**config.mk**
```make
export PLATFORM = sky130hd
export DESIGN_NAME = tl_socket_1n
export DESIGN_NICKNAME = d
export VERILOG_FILES = /design/src/tl_pkg.sv /design/src/tl_socket_1n.sv
export SDC_FILE = /design/constraint.sdc
export NUM_CORES = 1
export LEC_CHECK = 0
export ABC_AREA = 0
export BUFFER_PORTS_ARGS = -buffer_cell sky130_fd_sc_hd__buf_4
export CAP_MARGIN = 20
export CORE_AREA = 8 8 169 171
export DETAILED_ROUTE_END_ITERATION = 10
export DIE_AREA = 0 0 177 179
export SKIP_CTS_REPAIR_TIMING = 1
export SLEW_MARGIN = 0
export SYNTH_ARGS = -nofsm -noshare
export SYNTH_HDL_FRONTEND = slang
export SYNTH_SLANG_ARGS = --single-unit
```
**constraint.sdc**
```tcl
create_clock -name clk_i -period 2.3 [get_ports clk_i]
set_input_delay 0.345 -clock clk_i [delete_from_list [all_inputs] [get_ports clk_i]]
set_output_delay 0.345 -clock clk_i [all_outputs]
set_load 0.05 [all_outputs]
```
**src/tl_pkg.sv**
```systemverilog
// TileLink-UL bus types, opcodes and address map for the main crossbar
package tl_pkg;

  // Topology defaults
  parameter int NUM_HOSTS = 2;
  parameter int NUM_DEVS  = 3;

  // Device indices on the host side of the crossbar
  parameter int DEV_ICCM = 0;
  parameter int DEV_DCCM = 1;
  parameter int DEV_PERI = 2;

  // Window base addresses and don't-care masks
  parameter logic [31:0] ADDR_SPACE_ICCM = 32'h0000_0000;
  parameter logic [31:0] ADDR_MASK_ICCM  = 32'h0000_ffff;
  parameter logic [31:0] ADDR_SPACE_DCCM = 32'h1000_0000;
  parameter logic [31:0] ADDR_MASK_DCCM  = 32'h0000_ffff;
  parameter logic [31:0] ADDR_SPACE_PERI = 32'h4000_0000;
  parameter logic [31:0] ADDR_MASK_PERI  = 32'h0000_0fff;

  // Map indexed by device number in DEV_* order
  parameter logic [31:0] DEV_ADDR_SPACE [NUM_DEVS] = '{
    ADDR_SPACE_ICCM,
    ADDR_SPACE_DCCM,
    ADDR_SPACE_PERI
  };

  parameter logic [31:0] DEV_ADDR_MASK [NUM_DEVS] = '{
    ADDR_MASK_ICCM,
    ADDR_MASK_DCCM,
    ADDR_MASK_PERI
  };

  // Channel A opcodes in TileLink encoding
  typedef enum logic [2:0] {
    put_full_data = 3'h0,
    get           = 3'h4
  } tl_a_op_e;

  // Channel D opcodes
  typedef enum logic [2:0] {
    access_ack      = 3'h0,
    access_ack_data = 3'h1
  } tl_d_op_e;

  // Channel A request plus D ready from host to device
  typedef struct packed {
    logic        a_valid;
    tl_a_op_e    a_opcode;
    logic [31:0] a_address;
    logic [31:0] a_data;
    logic [1:0]  a_source;
    logic        d_ready;
  } tl_h2d_t;

  // Channel D response plus A ready from device to host
  typedef struct packed {
    logic        d_valid;
    tl_d_op_e    d_opcode;
    logic [31:0] d_data;
    logic [1:0]  d_source;
    logic        d_error;
    logic        a_ready;
  } tl_d2h_t;

endpackage

```
**src/tl_socket_1n.sv**
```systemverilog
// Host-side socket that decodes addresses, routes to one device and answers errors
module tl_socket_1n import tl_pkg::*; #(
  parameter int           N         = NUM_DEVS,
  parameter logic [N-1:0] DEV_REACH = {N{1'b1}}
) (
  input  logic    clk_i,
  input  logic    rst_i,
  input  tl_h2d_t tl_h_i,
  output tl_d2h_t tl_h_o,
  output tl_h2d_t tl_d_o [N],
  input  tl_d2h_t tl_d_i [N]
);

  localparam int IdxW = (N > 1) ? $clog2(N) : 1;

  typedef enum logic [1:0] {
    idle,
    wait_dev,
    err_rsp
  } s1n_state_e;

  s1n_state_e     state_q;
  logic [N-1:0]   hit;
  logic           any_hit;
  logic [IdxW-1:0] dev_sel;
  logic [IdxW-1:0] dev_q;
  tl_d_op_e       err_op_q;
  logic [1:0]     err_source_q;
  logic           a_fire;
  logic           d_fire;

  // Window match limited to the devices this host may reach
  always_comb begin
    hit = '0;
    dev_sel = '0;
    for (int j = 0; j < N; j++) begin
      hit[j] = DEV_REACH[j] &&
               ((tl_h_i.a_address & ~DEV_ADDR_MASK[j]) == DEV_ADDR_SPACE[j]);
    end
    // Lowest index wins if windows ever overlap
    for (int j = N - 1; j >= 0; j--) begin
      if (hit[j]) begin
        dev_sel = IdxW'(j);
      end
    end
  end

  assign any_hit = |hit;

  // Request goes out only when idle and D ready only to the outstanding device
  always_comb begin
    for (int j = 0; j < N; j++) begin
      tl_d_o[j] = tl_h_i;
      tl_d_o[j].a_valid = tl_h_i.a_valid && (state_q == idle) && any_hit &&
                          (dev_sel == IdxW'(j));
      tl_d_o[j].d_ready = tl_h_i.d_ready && (state_q == wait_dev) &&
                          (dev_q == IdxW'(j));
    end
  end

  always_comb begin
    tl_h_o = '0;
    case (state_q)
      idle: begin
        // Unmapped requests are taken at once by the error responder
        tl_h_o.a_ready = any_hit ? tl_d_i[dev_sel].a_ready : 1'b1;
      end
      wait_dev: begin
        tl_h_o = tl_d_i[dev_q];
        tl_h_o.a_ready = 1'b0;
      end
      err_rsp: begin
        tl_h_o.d_valid  = 1'b1;
        tl_h_o.d_opcode = err_op_q;
        tl_h_o.d_source = err_source_q;
        tl_h_o.d_error  = 1'b1;
      end
      default: begin
        tl_h_o = '0;
      end
    endcase
  end

  assign a_fire = tl_h_i.a_valid && tl_h_o.a_ready;
  assign d_fire = tl_h_o.d_valid && tl_h_i.d_ready;

  always_ff @(posedge clk_i) begin
    if (rst_i) begin
      state_q <= idle;
    end else begin
      case (state_q)
        idle: begin
          if (a_fire) begin
            state_q <= any_hit ? wait_dev : err_rsp;
          end
        end
        wait_dev, err_rsp: begin
          if (d_fire) begin
            state_q <= idle;
          end
        end
        default: state_q <= idle;
      endcase
    end
  end

  // Target and error reply fields captured on acceptance
  always_ff @(posedge clk_i) begin
    if ((state_q == idle) && a_fire) begin
      dev_q        <= dev_sel;
      err_op_q     <= (tl_h_i.a_opcode == get) ? access_ack_data : access_ack;
      err_source_q <= tl_h_i.a_source;
    end
  end

endmodule

```
==> metrics.txt <==
Iter 0 DRT Violations=47; endpoints failing hold=0; core footprint=25800 um2; Hold WC Path Type=in2reg; maximum vdd ir drop=0.353 mV; largest net degree at the start of global routing=40; DRT Wirelength=13500 um; die height=179 um; DIE WIDTH=177 um; initial antenna violation count=0; Initial DRT Pass Iterations=4; # DRC=0; starting density of the core=0.123; Num CTS Buffers=3; Total Routing Usage GR=0.0767; Pleak=2.03 nW; skew final=0.000160 ns; Slowest-stage cell, CP=edfxtp_1; layout net count=696; clock root cell=clkbuf_16; crit start category=register; Syn Std Cell Area=3180 um2; Vias/cell=3.45; slew margin rel.=0.722; # IOs=446; Rows=59; critical path endpoint category=output port; Placer Congestion=0.756; WP data required=1.96 ns; cell mode on critical path=buf_12; Final setup viols=0; number of port buffers=269; Synth Net Count=635; Main synth FF type=edfxtp_1; TritonCTS clock tree=built; antenna diode count=0; Synth top area share=0.489; vias in the first global route=3222; Clk Latency, worst-skew pair=0.23 ns; crit path cell chain=buf_12 > buf_12 > mux2i_1 > nor2_1 > a21oi_1 > o21ai_1 > buf_4; Critical R2R Launch=state_q[1]; Reg2Reg Depth=6; DR WL/cell=16.2 um; warnings from Yosys=0; fin crit share=0.944; GR Overflow Total=0; Die Area=31700 um2; R2R setup slack=0.44 ns; RSZ-0062 raised after global routing=false; leading area contributor after synthesis=buf_4; PD cells=445 nW/um2; Synth-to-Final Area Change=31.9%; Yosys cell types=34; Worst-Margin Slew=0.415 ns; final std cells w/o fill=834; CP Capture Point=tl_h_o[36]; hold path start=rst_i; Post-synth EDFFs=5; RR Endpoint=state_q[0]; slowest stage delay, CP=0.40 ns; power consumption=1.87 mW; critical path fanouts, max=21; Syn Area/Cell=7.24 um2; FMAX=461 MHz; first-pass GRT wire length=18800 um; post-DP HPWL=11700 um; post-synthesis sequential area ratio=0.0598; critical path type=reg2out; cell with the most instances after synthesis=buf_4; crit path DAT=1.83 ns; Mapped Cells=439; post-layout util=0.163; setup tns final=0 ns; Final ANT Viol Nets=0; number of synthesized register bits=7; Area contributors post-synth=buf_4 49%, mux2i_1 12%, and2_1 6.5%; CTS sink cnt=7; Reg clk slew, reported paths=0.03 ns; layout cells sized above 1=0.585; clock buffer depth=2; Final Max Tran Viols=0; H-tree depth=1; Critical Path Source=dev_q[1]; ys async rst share=0; placed cells=830; top cells by count, synth=207 x buf_4, 39 x mux2i_1, 37 x nand2_1; outcome=complete, no violations; Max Cap Viol=0; Final min period=2.17 ns; DR vias=2879
-- critical path, delay by kind of cell, from the launching register on --
| family | cells | cell delay, ns |
|---|---|---|
| buffers and inverters | 3 | 0.57 |
| AOI/OAI and AO/OA | 2 | 0.20 |
| and+or+nand+nor | 1 | 0.25 |
| DFF | 1 | 0.40 |
| muxes | 1 | 0.14 |
-- stage by stage --
step                      setup slack, ns  hold slack [ns]  cell area (um2)
final                               0.130            0.322             4190
after global routing               0.0228            0.327             4190
after CTS                           0.104            0.322             4190
after detailed placement            0.285            0.553             4120
after global placement              0.280            0.551             4120
after floorplan                  -0.00416            0.444             3190
-- placed cells by master, fill, tap and decap left out, drive strengths merged, types with 2 or more instances in the layout --
master	n
a21oi	7
and2	33
and3	3
buf	279
clkbuf	4
dfxtp	2
edfxtp	5
ha	3
inv	5
mux2i	39
nand2	37
nand3	4
nor2	15
nor2b	2
nor3	3
nor3b	4
nor4	4
o21ai	38
o41ai	2
-- area by class of cell --
type	instances	area (um2)
Tap cell	335	419
Fill cell	2940	21600
Inverter	5	18.8
Sequential cell	7	190
Multi-Input combinational cell	204	1360
Clock buffer	4	78.8
Timing Repair Buffer	279	2130
-- worst min-delay path by stage --
| stage | to | slack, ns | cells after the start |
|---|---|---|---|
| 6_report | state_q[1] | 0.32 | 2 |
| 4_1_cts | err_source_q[1] | 0.32 | 1 |
| 3_3_place_gp | state_q[1] | 0.55 | 2 |
| 3_5_place_dp | state_q[1] | 0.55 | 2 |
| 5_1_grt | err_source_q[1] | 0.33 | 1 |
| 2_1_floorplan | state_q[1] | 0.44 | 1 |
-- power by group --
part / switching (mW) / internal (mW) / leakage, nW / total [mW]
clock: 0.0620 / 0.230 / 0.0382 / 0.292
combinational: 0.838 / 0.552 / 1.92 / 1.39
sequential: 0.0177 / 0.168 / 0.0658 / 0.186
-- kinds of logic (layout without fill, tap and decap cells) --
logic type                 Yosys count  after routing  synth area share
DFF                                  7              7            0.0598
and+or+nand+nor                    109            109             0.183
buffers and inverters              228            288             0.518
muxes                               40             40             0.126
adders and majority gates            3              3            0.0118
AOI/OAI and AO/OA                   52             52             0.101
-- sequential cells by signal, indices dropped and copies added, names as in the netlist --
signal / flops
err_op_q: 1
err_source_q: 2
state_q: 2
dev_q: 2
-- per-layer routing --
metal / routed length [um] / share of wire / GRT usage
met1: 5160 / 0.38 / 0.0816
met2: 6250 / 0.46 / 0.130
met3: 1910 / 0.14 / 0.0444
met4: 154 / 0.011 / 0.0158
met5: 0 / 0 / 0
Power figures use the tool's default switching activity.
